### src/design/pspl_pkg.sv
// Fixed 64 KiB windows with four registers each; only one bus master on clk_i
package pspl_pkg;

    localparam int AXIL_ADDR_WIDTH = 32;
    localparam int AXIL_DATA_WIDTH = 32;
    localparam int REG_ADDR_WIDTH  = 2;     // Address bits 3:2

    localparam logic [AXIL_ADDR_WIDTH-1:0] SPI_BASE    = 32'h43c0_0000;
    localparam logic [AXIL_ADDR_WIDTH-1:0] FIFO_BASE   = 32'h43c1_0000;
    localparam logic [AXIL_ADDR_WIDTH-1:0] SYS_BASE    = 32'h43c2_0000;
    localparam logic [AXIL_ADDR_WIDTH-1:0] WINDOW_MASK = 32'hffff_0000;

    localparam int                        SPI_CS_WIDTH     = 1;
    localparam logic [REG_ADDR_WIDTH-1:0] SPI_REG_DATA     = 2'd0;
    localparam logic [REG_ADDR_WIDTH-1:0] SPI_REG_STATUS   = 2'd1;
    localparam logic [REG_ADDR_WIDTH-1:0] SPI_REG_CLKDIV   = 2'd2;
    localparam logic [7:0]                SPI_CLKDIV_RESET = 8'd4;

    localparam int                        FIFO_DEPTH      = 16;
    localparam int                        FIFO_CNT_WIDTH  = 5;
    localparam logic [REG_ADDR_WIDTH-1:0] FIFO_REG_DATA   = 2'd0;
    localparam logic [REG_ADDR_WIDTH-1:0] FIFO_REG_STATUS = 2'd1;
    localparam logic [REG_ADDR_WIDTH-1:0] FIFO_REG_CLEAR  = 2'd2;

    localparam logic [REG_ADDR_WIDTH-1:0]  SYS_REG_ID      = 2'd0;
    localparam logic [REG_ADDR_WIDTH-1:0]  SYS_REG_SCRATCH = 2'd1;
    localparam logic [REG_ADDR_WIDTH-1:0]  SYS_REG_GPIO    = 2'd2;
    localparam logic [AXIL_DATA_WIDTH-1:0] PL_ID           = 32'h5053_504c;

    typedef enum logic [1:0] {
        RESP_OKAY   = 2'd0,
        RESP_SLVERR = 2'd2,
        RESP_DECERR = 2'd3
    } axil_resp_e;

    typedef enum logic [1:0] {SEL_SPI, SEL_FIFO, SEL_SYS, SEL_NONE} slave_sel_e;

    typedef enum logic [2:0] {
        DEC_IDLE,
        DEC_WR_ACCESS,
        DEC_WR_RESP,
        DEC_RD_ACCESS,
        DEC_RD_RESP
    } dec_state_e;

    typedef enum logic [1:0] {SPI_IDLE, SPI_SHIFT, SPI_DONE} spi_state_e;

endpackage
### src/design/pl_top.sv
// Fabric side only; the external AXI-Lite master and all peripherals share clk_i
module pl_top (
    input  logic                                   clk_i,
    input  logic                                   reset_i,
    input  logic [pspl_pkg::AXIL_ADDR_WIDTH-1:0]   s_axil_awaddr_i,
    input  logic                                   s_axil_awvalid_i,
    output logic                                   s_axil_awready_o,
    input  logic [pspl_pkg::AXIL_DATA_WIDTH-1:0]   s_axil_wdata_i,
    input  logic [pspl_pkg::AXIL_DATA_WIDTH/8-1:0] s_axil_wstrb_i,
    input  logic                                   s_axil_wvalid_i,
    output logic                                   s_axil_wready_o,
    output logic                                   s_axil_bvalid_o,
    output logic [1:0]                             s_axil_bresp_o,
    input  logic                                   s_axil_bready_i,
    input  logic [pspl_pkg::AXIL_ADDR_WIDTH-1:0]   s_axil_araddr_i,
    input  logic                                   s_axil_arvalid_i,
    output logic                                   s_axil_arready_o,
    output logic                                   s_axil_rvalid_o,
    output logic [pspl_pkg::AXIL_DATA_WIDTH-1:0]   s_axil_rdata_o,
    output logic [1:0]                             s_axil_rresp_o,
    input  logic                                   s_axil_rready_i,
    input  logic                                   spi_miso_i,
    output logic                                   spi_mosi_o,
    output logic                                   spi_clk_o,
    output logic [pspl_pkg::SPI_CS_WIDTH-1:0]      spi_cs_o,
    output logic [7:0]                             gpio_o
);
    import pspl_pkg::*;

    logic [REG_ADDR_WIDTH-1:0]    reg_addr;
    logic [AXIL_DATA_WIDTH-1:0]   reg_wdata;
    logic [AXIL_DATA_WIDTH/8-1:0] reg_wstrb;
    logic                         spi_wr_en, spi_rd_en;
    logic                         fifo_wr_en, fifo_rd_en;
    logic                         sys_wr_en, sys_rd_en;
    logic [AXIL_DATA_WIDTH-1:0]   spi_rdata, fifo_rdata, sys_rdata;

    axil_decoder i_axil_decoder (
        .clk_i, .reset_i,
        .s_axil_awaddr_i, .s_axil_awvalid_i, .s_axil_awready_o,
        .s_axil_wdata_i, .s_axil_wstrb_i, .s_axil_wvalid_i, .s_axil_wready_o,
        .s_axil_bvalid_o, .s_axil_bresp_o, .s_axil_bready_i,
        .s_axil_araddr_i, .s_axil_arvalid_i, .s_axil_arready_o,
        .s_axil_rvalid_o, .s_axil_rdata_o, .s_axil_rresp_o, .s_axil_rready_i,
        .reg_addr_o  (reg_addr),
        .reg_wdata_o (reg_wdata),
        .reg_wstrb_o (reg_wstrb),
        .spi_wr_en_o (spi_wr_en),
        .spi_rd_en_o (spi_rd_en),
        .spi_rdata_i (spi_rdata),
        .fifo_wr_en_o(fifo_wr_en),
        .fifo_rd_en_o(fifo_rd_en),
        .fifo_rdata_i(fifo_rdata),
        .sys_wr_en_o (sys_wr_en),
        .sys_rd_en_o (sys_rd_en),
        .sys_rdata_i (sys_rdata)
    );

    spi_master_regs i_spi_master_regs (
        .clk_i, .reset_i,
        .wr_en_i   (spi_wr_en),
        .rd_en_i   (spi_rd_en),
        .reg_addr_i(reg_addr),
        .wdata_i   (reg_wdata),
        .rdata_o   (spi_rdata),
        .spi_miso_i, .spi_mosi_o, .spi_clk_o, .spi_cs_o
    );

    reg_fifo i_reg_fifo (
        .clk_i, .reset_i,
        .wr_en_i   (fifo_wr_en),
        .rd_en_i   (fifo_rd_en),
        .reg_addr_i(reg_addr),
        .wdata_i   (reg_wdata),
        .rdata_o   (fifo_rdata)
    );

    sys_ctrl_regs i_sys_ctrl_regs (
        .clk_i, .reset_i,
        .wr_en_i   (sys_wr_en),
        .rd_en_i   (sys_rd_en),
        .reg_addr_i(reg_addr),
        .wdata_i   (reg_wdata),
        .wstrb_i   (reg_wstrb),
        .rdata_o   (sys_rdata),
        .gpio_o
    );

endmodule

### src/design/sys_ctrl_regs.sv
// Fixed ID, byte-writable scratch and an 8-bit GPIO output; unused indices read zero
module sys_ctrl_regs (
    input  logic                                   clk_i,
    input  logic                                   reset_i,
    input  logic                                   wr_en_i,
    input  logic                                   rd_en_i,
    input  logic [pspl_pkg::REG_ADDR_WIDTH-1:0]    reg_addr_i,
    input  logic [pspl_pkg::AXIL_DATA_WIDTH-1:0]   wdata_i,
    input  logic [pspl_pkg::AXIL_DATA_WIDTH/8-1:0] wstrb_i,
    output logic [pspl_pkg::AXIL_DATA_WIDTH-1:0]   rdata_o,
    output logic [7:0]                             gpio_o
);
    import pspl_pkg::*;

    logic [AXIL_DATA_WIDTH-1:0] scratch;

    always_ff @(posedge clk_i) begin
        if (reset_i) begin
            scratch <= '0;
            gpio_o  <= '0;
        end else if (wr_en_i) begin
            if (reg_addr_i == SYS_REG_SCRATCH) begin
                for (int i = 0; i < AXIL_DATA_WIDTH / 8; i++) begin
                    if (wstrb_i[i]) scratch[8*i+:8] <= wdata_i[8*i+:8];
                end
            end
            if (reg_addr_i == SYS_REG_GPIO) gpio_o <= wdata_i[7:0];
        end
    end

    always_comb begin
        rdata_o = '0;
        if (rd_en_i) begin
            case (reg_addr_i)
                SYS_REG_ID:      rdata_o      = PL_ID;
                SYS_REG_SCRATCH: rdata_o      = scratch;
                SYS_REG_GPIO:    rdata_o[7:0] = gpio_o;
                default:         rdata_o      = '0;
            endcase
        end
    end

endmodule

### src/design/reg_fifo.sv
// Register-accessed FIFO; one push or pop per bus access, wstrb is not honoured
module reg_fifo (
    input  logic                                 clk_i,
    input  logic                                 reset_i,
    input  logic                                 wr_en_i,
    input  logic                                 rd_en_i,
    input  logic [pspl_pkg::REG_ADDR_WIDTH-1:0]  reg_addr_i,
    input  logic [pspl_pkg::AXIL_DATA_WIDTH-1:0] wdata_i,
    output logic [pspl_pkg::AXIL_DATA_WIDTH-1:0] rdata_o
);
    import pspl_pkg::*;

    logic [AXIL_DATA_WIDTH-1:0] mem [FIFO_DEPTH];
    logic [FIFO_CNT_WIDTH-2:0]  wr_ptr;
    logic [FIFO_CNT_WIDTH-2:0]  rd_ptr;
    logic [FIFO_CNT_WIDTH-1:0]  count;
    logic                       overflow;
    logic                       underflow;
    logic                       empty;
    logic                       full;
    logic                       push;
    logic                       pop;

    assign empty = (count == '0);
    assign full  = (count == FIFO_CNT_WIDTH'(FIFO_DEPTH));
    assign push  = wr_en_i && (reg_addr_i == FIFO_REG_DATA);
    assign pop   = rd_en_i && (reg_addr_i == FIFO_REG_DATA);

    always_ff @(posedge clk_i) begin
        if (push && !full) mem[wr_ptr] <= wdata_i;
    end

    always_ff @(posedge clk_i) begin
        if (reset_i) begin
            wr_ptr    <= '0;
            rd_ptr    <= '0;
            count     <= '0;
            overflow  <= 1'b0;
            underflow <= 1'b0;
        end else begin
            if (push) begin
                if (full) begin
                    overflow <= 1'b1;   // Word dropped
                end else begin
                    wr_ptr <= wr_ptr + 1'b1;
                    count  <= count + 1'b1;
                end
            end else if (pop) begin
                if (empty) begin
                    underflow <= 1'b1;
                end else begin
                    rd_ptr <= rd_ptr + 1'b1;
                    count  <= count - 1'b1;
                end
            end
            if (wr_en_i && reg_addr_i == FIFO_REG_CLEAR && wdata_i[0]) begin
                overflow  <= 1'b0;
                underflow <= 1'b0;
            end
        end
    end

    always_comb begin
        rdata_o = '0;
        case (reg_addr_i)
            FIFO_REG_DATA: rdata_o = (rd_en_i && !empty) ? mem[rd_ptr] : '0;
            FIFO_REG_STATUS: begin
                rdata_o[FIFO_CNT_WIDTH-1:0] = count;
                rdata_o[11:8] = {underflow, overflow, full, empty};
            end
            default: rdata_o = '0;
        endcase
        if (!rd_en_i) rdata_o = '0;
    end

endmodule

### src/design/spi_master_regs.sv
// Mode 0 only, 8-bit MSB-first frames; DATA writes while busy are dropped
module spi_master_regs (
    input  logic                                 clk_i,
    input  logic                                 reset_i,
    input  logic                                 wr_en_i,
    input  logic                                 rd_en_i,
    input  logic [pspl_pkg::REG_ADDR_WIDTH-1:0]  reg_addr_i,
    input  logic [pspl_pkg::AXIL_DATA_WIDTH-1:0] wdata_i,
    output logic [pspl_pkg::AXIL_DATA_WIDTH-1:0] rdata_o,
    input  logic                                 spi_miso_i,
    output logic                                 spi_mosi_o,
    output logic                                 spi_clk_o,
    output logic [pspl_pkg::SPI_CS_WIDTH-1:0]    spi_cs_o
);
    import pspl_pkg::*;

    spi_state_e state;
    logic [7:0] clkdiv;
    logic [7:0] div_cnt;
    logic [2:0] bit_cnt;
    logic [7:0] tx_shift;
    logic [7:0] rx_shift;
    logic [7:0] rx_data;
    logic       busy;
    logic       div_tick;
    logic       start;

    assign busy     = (state != SPI_IDLE);
    assign div_tick = (div_cnt == clkdiv - 8'd1);
    assign start    = wr_en_i && (reg_addr_i == SPI_REG_DATA) && !busy;

    always_ff @(posedge clk_i) begin
        if (reset_i) begin
            clkdiv <= SPI_CLKDIV_RESET;
        end else if (wr_en_i && reg_addr_i == SPI_REG_CLKDIV) begin
            clkdiv <= (wdata_i[7:0] == 8'd0) ? 8'd1 : wdata_i[7:0];
        end
    end

    always_ff @(posedge clk_i) begin
        if (reset_i) begin
            state      <= SPI_IDLE;
            div_cnt    <= '0;
            bit_cnt    <= '0;
            rx_data    <= '0;
            spi_cs_o   <= '1;
            spi_clk_o  <= 1'b0;
            spi_mosi_o <= 1'b0;
        end else begin
            case (state)
                SPI_IDLE: begin
                    if (start) begin
                        tx_shift   <= wdata_i[7:0];
                        spi_mosi_o <= wdata_i[7];  // First bit ahead of first rising edge
                        spi_cs_o   <= '0;
                        div_cnt    <= '0;
                        bit_cnt    <= '0;
                        state      <= SPI_SHIFT;
                    end
                end
                SPI_SHIFT: begin
                    if (div_tick) begin
                        div_cnt   <= '0;
                        spi_clk_o <= !spi_clk_o;
                        if (!spi_clk_o) begin
                            rx_shift <= {rx_shift[6:0], spi_miso_i};  // Rising edge
                        end else if (bit_cnt == 3'd7) begin
                            rx_data <= rx_shift;
                            state   <= SPI_DONE;
                        end else begin
                            tx_shift   <= {tx_shift[6:0], 1'b0};
                            spi_mosi_o <= tx_shift[6];
                            bit_cnt    <= bit_cnt + 3'd1;
                        end
                    end else begin
                        div_cnt <= div_cnt + 8'd1;
                    end
                end
                SPI_DONE: begin
                    // Hold CS low for one more half period
                    if (div_tick) begin
                        div_cnt  <= '0;
                        spi_cs_o <= '1;
                        state    <= SPI_IDLE;
                    end else begin
                        div_cnt <= div_cnt + 8'd1;
                    end
                end
                default: state <= SPI_IDLE;
            endcase
        end
    end

    always_comb begin
        rdata_o = '0;
        if (rd_en_i) begin
            case (reg_addr_i)
                SPI_REG_DATA:   rdata_o[7:0] = rx_data;
                SPI_REG_STATUS: rdata_o[0]   = busy;
                SPI_REG_CLKDIV: rdata_o[7:0] = clkdiv;
                default:        rdata_o      = '0;
            endcase
        end
    end

endmodule

### src/design/axil_decoder.sv
// One transaction at a time; write and data must arrive together; prot is not supported
module axil_decoder (
    input  logic                                 clk_i,
    input  logic                                 reset_i,
    input  logic [pspl_pkg::AXIL_ADDR_WIDTH-1:0] s_axil_awaddr_i,
    input  logic                                 s_axil_awvalid_i,
    output logic                                 s_axil_awready_o,
    input  logic [pspl_pkg::AXIL_DATA_WIDTH-1:0] s_axil_wdata_i,
    input  logic [pspl_pkg::AXIL_DATA_WIDTH/8-1:0] s_axil_wstrb_i,
    input  logic                                 s_axil_wvalid_i,
    output logic                                 s_axil_wready_o,
    output logic                                 s_axil_bvalid_o,
    output logic [1:0]                           s_axil_bresp_o,
    input  logic                                 s_axil_bready_i,
    input  logic [pspl_pkg::AXIL_ADDR_WIDTH-1:0] s_axil_araddr_i,
    input  logic                                 s_axil_arvalid_i,
    output logic                                 s_axil_arready_o,
    output logic                                 s_axil_rvalid_o,
    output logic [pspl_pkg::AXIL_DATA_WIDTH-1:0] s_axil_rdata_o,
    output logic [1:0]                           s_axil_rresp_o,
    input  logic                                 s_axil_rready_i,
    output logic [pspl_pkg::REG_ADDR_WIDTH-1:0]  reg_addr_o,
    output logic [pspl_pkg::AXIL_DATA_WIDTH-1:0] reg_wdata_o,
    output logic [pspl_pkg::AXIL_DATA_WIDTH/8-1:0] reg_wstrb_o,
    output logic                                 spi_wr_en_o,
    output logic                                 spi_rd_en_o,
    input  logic [pspl_pkg::AXIL_DATA_WIDTH-1:0] spi_rdata_i,
    output logic                                 fifo_wr_en_o,
    output logic                                 fifo_rd_en_o,
    input  logic [pspl_pkg::AXIL_DATA_WIDTH-1:0] fifo_rdata_i,
    output logic                                 sys_wr_en_o,
    output logic                                 sys_rd_en_o,
    input  logic [pspl_pkg::AXIL_DATA_WIDTH-1:0] sys_rdata_i
);
    import pspl_pkg::*;

    dec_state_e                   state;
    slave_sel_e                   sel_q;
    logic [AXIL_ADDR_WIDTH-1:0]   addr_q;
    logic [AXIL_DATA_WIDTH-1:0]   wdata_q;
    logic [AXIL_DATA_WIDTH/8-1:0] wstrb_q;
    logic [AXIL_DATA_WIDTH-1:0]   rdata_q;
    logic [AXIL_DATA_WIDTH-1:0]   sel_rdata;
    logic                         bvalid_q;
    logic                         rvalid_q;
    logic                         wr_take;
    logic                         rd_take;

    function automatic slave_sel_e decode_window(input logic [AXIL_ADDR_WIDTH-1:0] addr);
        logic [AXIL_ADDR_WIDTH-1:0] win;
        win = addr & WINDOW_MASK;
        if (win == SPI_BASE)       return SEL_SPI;
        else if (win == FIFO_BASE) return SEL_FIFO;
        else if (win == SYS_BASE)  return SEL_SYS;
        else                       return SEL_NONE;
    endfunction

    assign wr_take = (state == DEC_IDLE) && s_axil_awvalid_i && s_axil_wvalid_i;
    assign rd_take = (state == DEC_IDLE) && s_axil_arvalid_i && !wr_take;   // Write wins

    assign s_axil_awready_o = wr_take;
    assign s_axil_wready_o  = wr_take;
    assign s_axil_arready_o = rd_take;

    // Address, data and window latched once per transaction
    always_ff @(posedge clk_i) begin
        if (wr_take) begin
            addr_q  <= s_axil_awaddr_i;
            wdata_q <= s_axil_wdata_i;
            wstrb_q <= s_axil_wstrb_i;
            sel_q   <= decode_window(s_axil_awaddr_i);
        end else if (rd_take) begin
            addr_q <= s_axil_araddr_i;
            sel_q  <= decode_window(s_axil_araddr_i);
        end
        if (state == DEC_RD_ACCESS) rdata_q <= sel_rdata;
    end

    always_ff @(posedge clk_i) begin
        if (reset_i) begin
            state    <= DEC_IDLE;
            bvalid_q <= 1'b0;
            rvalid_q <= 1'b0;
        end else begin
            case (state)
                DEC_IDLE: begin
                    if (wr_take)      state <= DEC_WR_ACCESS;
                    else if (rd_take) state <= DEC_RD_ACCESS;
                end
                DEC_WR_ACCESS: state <= DEC_WR_RESP;
                DEC_WR_RESP: begin
                    if (!bvalid_q) begin
                        bvalid_q <= 1'b1;
                    end else if (s_axil_bready_i) begin
                        bvalid_q <= 1'b0;
                        state    <= DEC_IDLE;
                    end
                end
                DEC_RD_ACCESS: state <= DEC_RD_RESP;
                DEC_RD_RESP: begin
                    if (!rvalid_q) begin
                        rvalid_q <= 1'b1;
                    end else if (s_axil_rready_i) begin
                        rvalid_q <= 1'b0;
                        state    <= DEC_IDLE;
                    end
                end
                default: state <= DEC_IDLE;
            endcase
        end
    end

    always_comb begin
        case (sel_q)
            SEL_SPI:  sel_rdata = spi_rdata_i;
            SEL_FIFO: sel_rdata = fifo_rdata_i;
            SEL_SYS:  sel_rdata = sys_rdata_i;
            default:  sel_rdata = '0;   // Unmapped reads return zero
        endcase
    end

    assign reg_addr_o  = addr_q[REG_ADDR_WIDTH+1:2];
    assign reg_wdata_o = wdata_q;
    assign reg_wstrb_o = wstrb_q;

    assign spi_wr_en_o  = (state == DEC_WR_ACCESS) && (sel_q == SEL_SPI);
    assign fifo_wr_en_o = (state == DEC_WR_ACCESS) && (sel_q == SEL_FIFO);
    assign sys_wr_en_o  = (state == DEC_WR_ACCESS) && (sel_q == SEL_SYS);
    assign spi_rd_en_o  = (state == DEC_RD_ACCESS) && (sel_q == SEL_SPI);
    assign fifo_rd_en_o = (state == DEC_RD_ACCESS) && (sel_q == SEL_FIFO);
    assign sys_rd_en_o  = (state == DEC_RD_ACCESS) && (sel_q == SEL_SYS);

    assign s_axil_bvalid_o = bvalid_q;
    assign s_axil_rvalid_o = rvalid_q;
    assign s_axil_rdata_o  = rdata_q;
    assign s_axil_bresp_o  = (sel_q == SEL_NONE) ? RESP_DECERR : RESP_OKAY;
    assign s_axil_rresp_o  = (sel_q == SEL_NONE) ? RESP_DECERR : RESP_OKAY;

endmodule

### config.mk
export PLATFORM = sky130hd
export DESIGN_NAME = pl_top
export DESIGN_NICKNAME = d
export VERILOG_FILES = /design/src/design/pspl_pkg.sv /design/src/design/pl_top.sv /design/src/design/sys_ctrl_regs.sv /design/src/design/reg_fifo.sv /design/src/design/spi_master_regs.sv /design/src/design/axil_decoder.sv
export SDC_FILE = /design/constraint.sdc
export NUM_CORES = 1
export LEC_CHECK = 0
export ABC_AREA = 1
export ABC_CLOCK_PERIOD_IN_PS = 4000
export BUFFER_PORTS_ARGS = -buffer_cell sky130_fd_sc_hd__buf_2
export CORE_ASPECT_RATIO = 0.9
export CORE_UTILIZATION = 61
export CTS_CLUSTER_DIAMETER = 80
export CTS_CLUSTER_SIZE = 10
export DETAILED_ROUTE_END_ITERATION = 8
export GPL_ROUTABILITY_DRIVEN = 0
export PLACE_DENSITY = 0.8
export REMOVE_ABC_BUFFERS = 1
export SYNTH_ARGS = -nofsm -noshare
export SYNTH_HDL_FRONTEND = slang
export SYNTH_SLANG_ARGS = --single-unit
export TNS_END_PERCENT = 50
### constraint.sdc
create_clock -name clk_i -period 4 [get_ports clk_i]
set_input_delay 0.2 -clock clk_i [delete_from_list [all_inputs] [get_ports clk_i]]
set_output_delay 0.2 -clock clk_i [all_outputs]
set_load 0.02 [all_outputs]
After elaboration in Yosys (flattened, before gate mapping)
Memories as Yosys holds them, arrays and structs flattened. A register that Yosys moved wholly into a read port is not among the register bits.
Index checks and enable logic that the tools add are counted.
{"block": "classes", "n_addsub": 7, "n_eq_ne": 33, "mux": 71, "n_bitwise": 5, "n_reduce_logical": 57}
{"op": "equality test 16 x 15 -> 1 bit (second input constant)", "count": 6}
{"op": "2-to-1 mux 32 bit", "count": 3}
{"op": "one-hot mux 32 bit (3 select lines)", "count": 1}
{"op": "one-hot mux 24 bit (2 select lines)", "count": 1}
{"op": "2-to-1 mux 3 bit", "count": 11}
{"op": "2-to-1 mux 8 bit", "count": 4}
{"op": "2-to-1 mux 7 bit", "count": 4}
{"op": "one-hot mux 7 bit (2 select lines)", "count": 2}
{"op": "2-to-1 mux 2 bit", "count": 12}
{"op": "one-hot mux 8 bit (3 select lines)", "count": 1}
{"op": "AND reduction 3 bit", "count": 8}
{"op": "2-to-1 mux 20 bit", "count": 1}
{"op": "2-to-1 mux 5 bit", "count": 4}
{"op": "logical AND 1 bit", "count": 19}
{"op": "2-to-1 mux 4 bit", "count": 4}
{"op": "one-hot mux 8 bit (2 select lines)", "count": 1}
{"op": "one-hot mux 3 bit (5 select lines)", "count": 1}
{"op": "AND reduction 5 bit", "count": 3}
{"op": "2-to-1 mux 1 bit", "count": 14}
{"op": "!= test 2 x 1 -> 1 bit (second input constant)", "count": 7}
{"op": "nonzero test 2 bit", "count": 6}
{"op": "!= test 2 bit (second input constant)", "count": 5}
{"op": "one-hot mux 5 bit (2 select lines)", "count": 1}
{"op": "AND reduction 2 bit", "count": 5}
{"op": "other kinds (28)", "count": 49}
{"block": "totals", "ff_bits": 181, "ram_bits": 512, "in_bits": 108, "output_inout_bits": 52, "wordCells": 202, "n_memories": 1}
{"name": "i_reg_fifo.mem", "words": 16, "width": 32, "rd": 1, "rd_ports_with_merged_regs": 1, "wr": 1, "line": "reg_fifo.sv:13", "rtl": "logic [AXIL_DATA_WIDTH-1:0] mem [FIFO_DEPTH];"}

Logic depth before layout (Yosys ltp)
Gate-level depths: netlist of the first run.
{"block": "logic_depth", "word_depth": 8, "depth_mapped": 16, "depth_no_buf": 16}

By module
Synthesis of the first run repeated with hierarchy kept, for this count alone.
{"block": "unflattened", "hier_cells": 2863, "hier_area_um2": 29786.1}
{"module": "reg_fifo", "n_inst": 1, "cells_per_inst": 1847, "area_per_inst_um2": 21733.3, "seq_area_each_um2": 15755.1}
{"module": "axil_decoder", "n_inst": 1, "cells_per_inst": 321, "area_per_inst_um2": 3435.8, "seq_area_each_um2": 2262.2}
{"module": "spi_master_regs", "n_inst": 1, "cells_per_inst": 349, "area_per_inst_um2": 2565.0, "seq_area_each_um2": 1091.0}
{"module": "sys_ctrl_regs", "n_inst": 1, "cells_per_inst": 346, "area_per_inst_um2": 2052.0, "seq_area_each_um2": 800.8}

Worst setup path before layout of the first run
Ideal clock, no wire load.
{"block": "synth_path", "kind": "register to register", "from": "register i_axil_decoder.addr_q[2]", "to": "memory i_reg_fifo.mem[11][0], enable pin", "setup_ns": 0.421, "arrival_ns": 2.656, "required_time_ns": 3.579, "slack_ns": 0.923, "stages_incl_launch_ff": 6, "path_buffers": 0, "synth_period_minus_slack_ns": 3.077, "cell_sequence": "edfxtp_1 > nor2_2 > nand2_1 > nor2_2 > nand3_1 > nor2_1"}
{"block": "synth_via", "elab_chain_cells": 5}
{"item": "from (decl)", "line": "axil_decoder.sv:39", "rtl": "logic [AXIL_ADDR_WIDTH-1:0] addr_q;"}
{"item": "from (signal assigned)", "line": "axil_decoder.sv:68", "rtl": "addr_q <= s_axil_awaddr_i;"}
{"item": "from (signal assigned)", "line": "axil_decoder.sv:73", "rtl": "addr_q <= s_axil_araddr_i;"}
{"item": "zero test 2 bit", "line": "reg_fifo.sv:26", "rtl": "assign push = wr_en_i && (reg_addr_i == FIFO_REG_DATA);"}
{"item": "logical AND 1 bit", "line": "reg_fifo.sv:26"}
{"item": "logical AND 1 bit", "line": "reg_fifo.sv:30", "rtl": "if (push && !full) mem[wr_ptr] <= wdata_i;"}
{"item": "2-to-1 mux 1 bit", "line": "reg_fifo.sv:30"}
{"item": "2-to-1 mux 1 bit (implied by the code)", "line": "reg_fifo.sv:30"}
{"item": "to (decl)", "line": "reg_fifo.sv:13"}
No other way between the ends.

==> results_dict.tcl, run 1 <==
set metrics [dict create \
    status "complete, no violations" \
    slowest_delay_ns 0.78 \
    clk_latency_ns 0.61 \
    crit_cells 8 \
    start_util_pct 62.1 \
    yosysTopAreaCellShare_pct 65.3 \
    synth_seq_area_share_pct 72.2 \
    period_minus_slack_ns 2.99 \
    critical_path_buf_inv_count 2 \
    placedInstanceArea_um2 29000 \
    skew_ns 0.0184 \
    drc_errors 0 \
    wl_met1_um 27300 \
    crit_arrival_ns 3.35 \
    holdWs_ns 0.0612 \
    highest_layer "met4" \
    slowest_stage "inv_6" \
    ff_latch_area_um2 19900 \
    avgSynthCellArea_um2 12.0 \
    vias 19700 \
    num-nets-final 2588 \
    synth-edff-count 599 \
    syn_inst 2291 \
    ioPinCount 160 \
    routed_wl_um 71800 \
    grt_pass1_wl_um 108000 \
    yosysTopAreaCell "edfxtp_1" \
    setup_slack_ns 1.01 \
    synth_most_common_cell "edfxtp_1" \
    first_iter_violations 2820 \
    endpoint_kind "flop" \
    wl_met3_um 8390 \
    ys_top_cells_by_count "edfxtp_1, nor2_1, o21ai_0" \
    timing.rr.end "i_axil_decoder.s_axil_rdata_o[28]$_DFFE_PN_" \
    clockBufferDepth 3 \
    cts_root_buf "clkbuf_16" \
    reg2reg_depth 8 \
    wl_met2_um 33600 \
    worstSetupPathType "flop to flop" \
    synth_area_leaders "edfxtp_1, dfxtp_1, o21ai_0, nor2_1, nand2_1" \
    antenna_found_initial 0 \
    grt_max_degree 191 \
    leakage_nw 10.9 \
    area_growth_pct 15.4 \
    crit_path_frequent_cell "o21ai_0" \
    placementRows 73 \
    clk_transition_reported_paths_ns 0.06 \
    setup_viol 0 \
    hpwl_um 39900 \
    tightest_slew_ns 1.11 \
    multi_input_area_um2 6920 \
    slew-limit-headroom_pct 25.8 \
    dominantRegCellSynth "edfxtp_1" \
    r2r_slack_ns 1.01 \
    fin_crit_sh_pct 74.8 \
    die_y_um 204 \
    drv_cap 0 \
    power_mw 15.6 \
    die_w_um 226 \
    crit_family "buffers and inverters" \
    yosysWarnings 0 \
    vias_per_cell 6.31 \
    nFillCells 2912 \
    holdPathStages 2 \
    core_area_um2 44400 \
    tritoncts "done" \
    cts_buffers 79 \
    drv_slew 0 \
    antenna_left 0 \
    fmax_mhz 334 \
    hold_viol 0 \
    ir_drop_v 0.000441 \
    startpoint_type "flop" \
    clock-sinks 695 \
    crit_fanout 134 \
    cp_cell_sequence "inv_6 > buf_12 > o21ai_0 > o221ai_1 > o21ai_0 > nand2_1 > nand3_1 > o21ai_0" \
    finalCoreUtilization_pct 71.6 \
    critPathRequiredTime_ns 4.35 \
    fp.dieArea_um2 46000 \
    drive_above_1_share_pct 12.6 \
    async_reset_ff_share_pct 0 \
    synth_area_um2 27600 \
    hp-start "reset_i" \
    post_cts_buffers 0 \
    ys_types 48 \
    htreeDepth 3 \
    antennaDiodeCount 0 \
    min_path_type "input pin to flop" \
    track_usage_pct 31.3 \
    power.density_nw_per_um2 490 \
    first_pass_iters 7 \
    ys_seq_elements 695 \
    min_to "i_sys_ctrl_regs.gpio_o[0]$_SDFFE_PP0P_" \
    gr-total-overflow 0 \
    final_cell_area_um2 31800 \
    io_buffer_count 131 \
    grt_pass1_vias 19200 \
    avgRoutedWirePerCell_um 23.0 \
    post-place-ws_ns 1.13 \
    rsz0062_at_grt "false" \
]
## layer usage
layer / vias up / global-route usage, %
met5: - / 0
met4: 0 / 12.6
met3: 202 / 5.96
met2: 1326 / 48.6
met1: 9521 / 44.0
li1: 8666 / -
## cell usage in the layout (no fill, tap or decap), types with 14 or more instances in the layout
master,n
a21oi_1,54
buf_2,131
buf_4,36
clkbuf_1,54
clkbuf_16,83
dfxtp_1,93
dlygate4sd3_1,49
edfxtp_1,599
ha_1,15
inv_1,68
nand2_1,202
nand3_1,72
nand4_1,14
nor2_1,402
nor2_4,16
o211ai_1,36
o21ai_0,379
o221ai_1,37
o22ai_1,71
## layout make-up
| class | count | share of cell area, % |
|---|---|---|
| flip-flops and latches | 695 | 62.6 |
| clock inverters | 4 | 0.0984 |
| well taps | 600 | 2.36 |
| clock buffers | 138 | 7.21 |
| repair buffers | 224 | 4.96 |
| inverters | 81 | 0.976 |
| multi-input cells | 1383 | 21.8 |
## stage by stage
| stage | setup TNS (ns) | std cells |
|---|---|---|
| 2_1_floorplan | -140.46 | 2159 |
| 3_3_place_gp | 0 | 2934 |
| 3_5_place_dp | 0 | 2934 |
| 4_1_cts | 0 | 3125 |
| 5_1_grt | 0 | 3125 |
| 6_report | 0 | 3125 |
## how the worst max path moves through the flow
stage                                             from                                     endpoint  slack (ns)
floorplan                                         flop   i_axil_decoder.s_axil_rdata_o[4]$_DFFE_PN_       -4.47
global placement    i_axil_decoder.addr_q[3]$_DFFE_PP_              i_reg_fifo.mem[7][27]$_DFFE_PP_        1.17
detailed placement  i_axil_decoder.addr_q[3]$_DFFE_PP_              i_reg_fifo.mem[8][12]$_DFFE_PP_        1.13
CTS                                               flop  i_axil_decoder.s_axil_rdata_o[28]$_DFFE_PN_        1.09
global route                                      flop  i_axil_decoder.s_axil_rdata_o[28]$_DFFE_PN_        0.87
finish                                            flop  i_axil_decoder.s_axil_rdata_o[28]$_DFFE_PN_        1.01
## state kept, by name, indices dropped and copies added (netlist names), 2 cells and up, named ones only
register / count
i_spi_master_regs.rx_shift: 8
i_spi_master_regs.state: 2
i_spi_master_regs.bit_cnt: 3
i_axil_decoder.state: 3
i_reg_fifo.wr_ptr: 4
i_axil_decoder.s_axil_rdata_o: 32
i_sys_ctrl_regs.gpio_o: 8
i_reg_fifo.mem: 512
i_axil_decoder.sel_q: 2
i_axil_decoder.reg_wdata_o: 32
i_sys_ctrl_regs.scratch: 32
i_spi_master_regs.tx_shift: 7
i_spi_master_regs.div_cnt: 8
i_reg_fifo.rd_ptr: 4
i_reg_fifo.count: 5
i_axil_decoder.addr_q: 2
i_axil_decoder.reg_wstrb_o: 4
i_spi_master_regs.rx_data: 8
i_spi_master_regs.clkdiv: 8
## report_power, final
part / internal [mW] / switching [mW] / total (mW) / leakage, nW
Combinational: 0.200 / 0.443 / 0.642 / 3.67
Clock: 3.86 / 2.73 / 6.59 / 1.11
Sequential: 8.11 / 0.244 / 8.35 / 6.17
## worst reg2reg max path, delay by kind of cell, from the launching register on
| kind | cells | cell delay (ns) |
|---|---|---|
| AO/OA/AOI/OAI | 4 | 0.84 |
| flip-flops | 1 | 0.50 |
| AND/OR/NAND/NOR | 2 | 0.19 |
| buffers and inverters | 2 | 1.23 |
## kinds of logic (layout without fill, tap and decap cells)
group / Yosys count / count (layout) / share of synthesized area [%]
AO/OA/AOI/OAI: 607 / 607 / 12.4
adder cells (fa/ha/maj): 16 / 16 / 0.753
AND/OR/NAND/NOR: 746 / 746 / 11.1
XOR/XNOR: 14 / 14 / 0.445
buffers and inverters: 213 / 447 / 3.12
flip-flops: 695 / 695 / 72.2
## what timing repair did
action,CTS,global route
hold endpoints to repair,46,0
hold buffers,49,0
resized for setup,0,0
Power figures use the tool's default switching activity.
==> run 2: changes to the inputs <==
--- a/config.mk
+++ b/config.mk
@@ -6,7 +6,7 @@
 export NUM_CORES = 1
 export LEC_CHECK = 0
 export ABC_AREA = 1
-export ABC_CLOCK_PERIOD_IN_PS = 4000
+export ABC_CLOCK_PERIOD_IN_PS = 2800
 export BUFFER_PORTS_ARGS = -buffer_cell sky130_fd_sc_hd__buf_2
 export CORE_ASPECT_RATIO = 0.9
 export CORE_UTILIZATION = 61
==> constraint.sdc (replaced) <==
create_clock -name clk_i -period 2.8 [get_ports clk_i]
set_input_delay 0.14 -clock clk_i [delete_from_list [all_inputs] [get_ports clk_i]]
set_output_delay 0.14 -clock clk_i [all_outputs]
set_load 0.02 [all_outputs]
==> run 2 against run 1 <==
  * Combinational power rose by 56%
  * Register-to-register slack lost 0.80 ns
  * Clock power rose by 39%
  * Power rose by 42%
  * Hold slack worse by 0.018 ns
  * Largest cell class unchanged
  * Sequential cell count stayed put
  * Core utilization increased by 0.92 points
  * First-iteration DRC count grew 2.9%
==> results_dict.tcl, run 2 (synthesized netlist as in run 1, its figures left out) <==
set metrics [dict create \
    status "complete, no violations" \
    netSwitchingFraction_pct 21.7 \
    power.density_nw_per_um2 685 \
    htreeDepth 3 \
    avgRoutedWirePerCell_um 22.9 \
    endpoint_kind "flop" \
    tightest_slew_ns 0.864 \
    clkPwrFrac_pct 41.6 \
    track_usage_pct 31.8 \
    hpwl_um 41700 \
    grt_pass1_vias 19200 \
    layout_common_cells "edfxtp_1, nor2_1, o21ai_0, nand2_1, buf_2" \
    r2r_slack_ns 0.20 \
    ioPinCount 160 \
    final_common_cell "edfxtp_1" \
    cts_buffers 79 \
    critPathRequiredTime_ns 3.04 \
    combPwrFrac_pct 4.6 \
    grt_pass1_wl_um 109000 \
    drc_errors 0 \
    fp.dieArea_um2 46000 \
    hold_viol 0 \
    post_cts_resized 0 \
    grt_max_degree 136 \
    internal-power_mw 17.3 \
    clockBufferDepth 3 \
    r2r_start "i_axil_decoder.sel_q[1]$_DFFE_PP_" \
    fmax_mhz 385 \
    start_util_pct 62.1 \
    nFillCells 2779 \
    vias_per_cell 6.30 \
    power_switching_mw 4.78 \
    pwr-share-seq_pct 53.8 \
    clock-sinks 695 \
    tritoncts "done" \
    power_mw 22.1 \
    clk_latency_ns 0.60 \
    area_growth_pct 16.8 \
    multi_input_area_um2 6920 \
    reg2reg_depth 8 \
    antenna_found_initial 0 \
    drv_slew 0 \
    crit_fanout 17 \
    ff_latch_area_um2 19900 \
    die_w_um 226 \
    first_pass_iters 6 \
    min_path_type "input pin to flop" \
    routed_wl_um 72500 \
    skew_ns 0.0179 \
    crit_end "i_reg_fifo.mem[0][21]$_DFFE_PP_" \
    antennaDiodeCount 0 \
    finalCoreUtilization_pct 72.6 \
    hold_buffers 50 \
    fin_crit_sh_pct 92.7 \
    cts_root_buf "clkbuf_16" \
    core_area_um2 44400 \
    startpoint "i_axil_decoder.sel_q[1]$_DFFE_PP_" \
    first_iter_violations 2901 \
    worstSetupPathType "flop to flop" \
    leakage_nw 11.1 \
    vias 19900 \
    timing.rr.end "i_reg_fifo.mem[0][21]$_DFFE_PP_" \
    num-nets-final 2626 \
    drv_cap 0 \
    die_y_um 204 \
    setup_viol 0 \
    top_register "i_reg_fifo.mem" \
    io_buffer_count 131 \
    antenna_left 0 \
    hp-start "s_axil_wvalid_i" \
    rsz0062_at_grt "false" \
    crit_arrival_ns 2.84 \
    placementRows 73 \
    post_cts_buffers 0 \
    drive_above_1_share_pct 13.6 \
    largest_reg_flops 512 \
    period_minus_slack_ns 2.60 \
    gr-total-overflow 0 \
    startpoint_type "flop" \
    slew-limit-headroom_pct 42.3 \
    clk_transition_reported_paths_ns 0.05 \
    ir_drop_v 0.000649 \
]
[run 2: cell types whose count changed in the layout (fill, tap and decap cells not counted), sizes merged]
| cell | delta |
|---|---|
| buf | +37 |
| clkinvlp | +1 |
| inv | -2 |
| dlygate4sd3 | +1 |
| clkinv | -2 |
| clkbuf | +3 |
[run 2: power groups by stage]
stage	combinational, mW	clock [mW]	sequential [mW]
finish	1.00	9.18	11.9
global route	1.07	9.68	11.9
floorplan	0.423	0	12.0
detailed placement	0.906	0	12.1
global placement	0.889	0	12.1
CTS	0.979	9.25	11.9
[run 2: layout make-up]
type | instances | share of cell area, %
sequential | 695 | 61.8
multi-input combinational | 1383 | 21.5
clock buffer | 141 | 6.99
timing repair buffer | 262 | 6.37
tap | 600 | 2.33
inverter | 81 | 0.960
clock inverter | 1 | 0.0233
[run 2: how the worst min path moves through the flow]
stage	end	slack, ns	cells past startpoint
final	i_axil_decoder.state[0]$_SDFFE_PP0P_	0.04	3
after global routing	i_axil_decoder.state[0]$_SDFFE_PP0P_	0.06	3
after CTS	i_axil_decoder.state[0]$_SDFFE_PP0P_	0.02	3
after detailed placement	i_axil_decoder.reg_wdata_o[19]$_DFFE_PN_	0.32	1
after global placement	i_axil_decoder.reg_wdata_o[23]$_DFFE_PN_	0.32	1
after floorplan	i_axil_decoder.s_axil_bvalid_o$_SDFFE_PP0N_	0.21	1
[run 2: stage by stage]
| step | instances | hold slack [ns] | cell area [um2] | TNS, ns | setup slack (ns) |
|---|---|---|---|---|---|
| floorplan | 2159 | 0.209 | 27000 | -361.01 | -5.67 |
| global placement | 2971 | 0.317 | 29400 | 0 | 0.330 |
| detailed placement | 2971 | 0.318 | 29400 | 0 | 0.253 |
| CTS | 3163 | 0.0159 | 32200 | 0 | 0.214 |
| global route | 3163 | 0.0579 | 32200 | 0 | 0.0378 |
| finish | 3163 | 0.0434 | 32200 | 0 | 0.204 |
[run 2: routing by layer]
layer	vias to the layer above	GRT usage, %	share of wire, %
li1	8752	-	-
met1	9583	44.5	38
met2	1365	49.7	47
met3	212	6.76	12
met4	0	11.4	3.3
met5	-	0	0
[run 2: worst max-delay path: stages, from the launching register on]
cell and delay, ns:
edfxtp_1 0.40, inv_1 0.13, nand2_1 0.07, nor2_2 0.16, nand2_1 0.22, nor2_2 0.36
nand2_1 0.33, nor2_4 0.21, buf_4 0.36
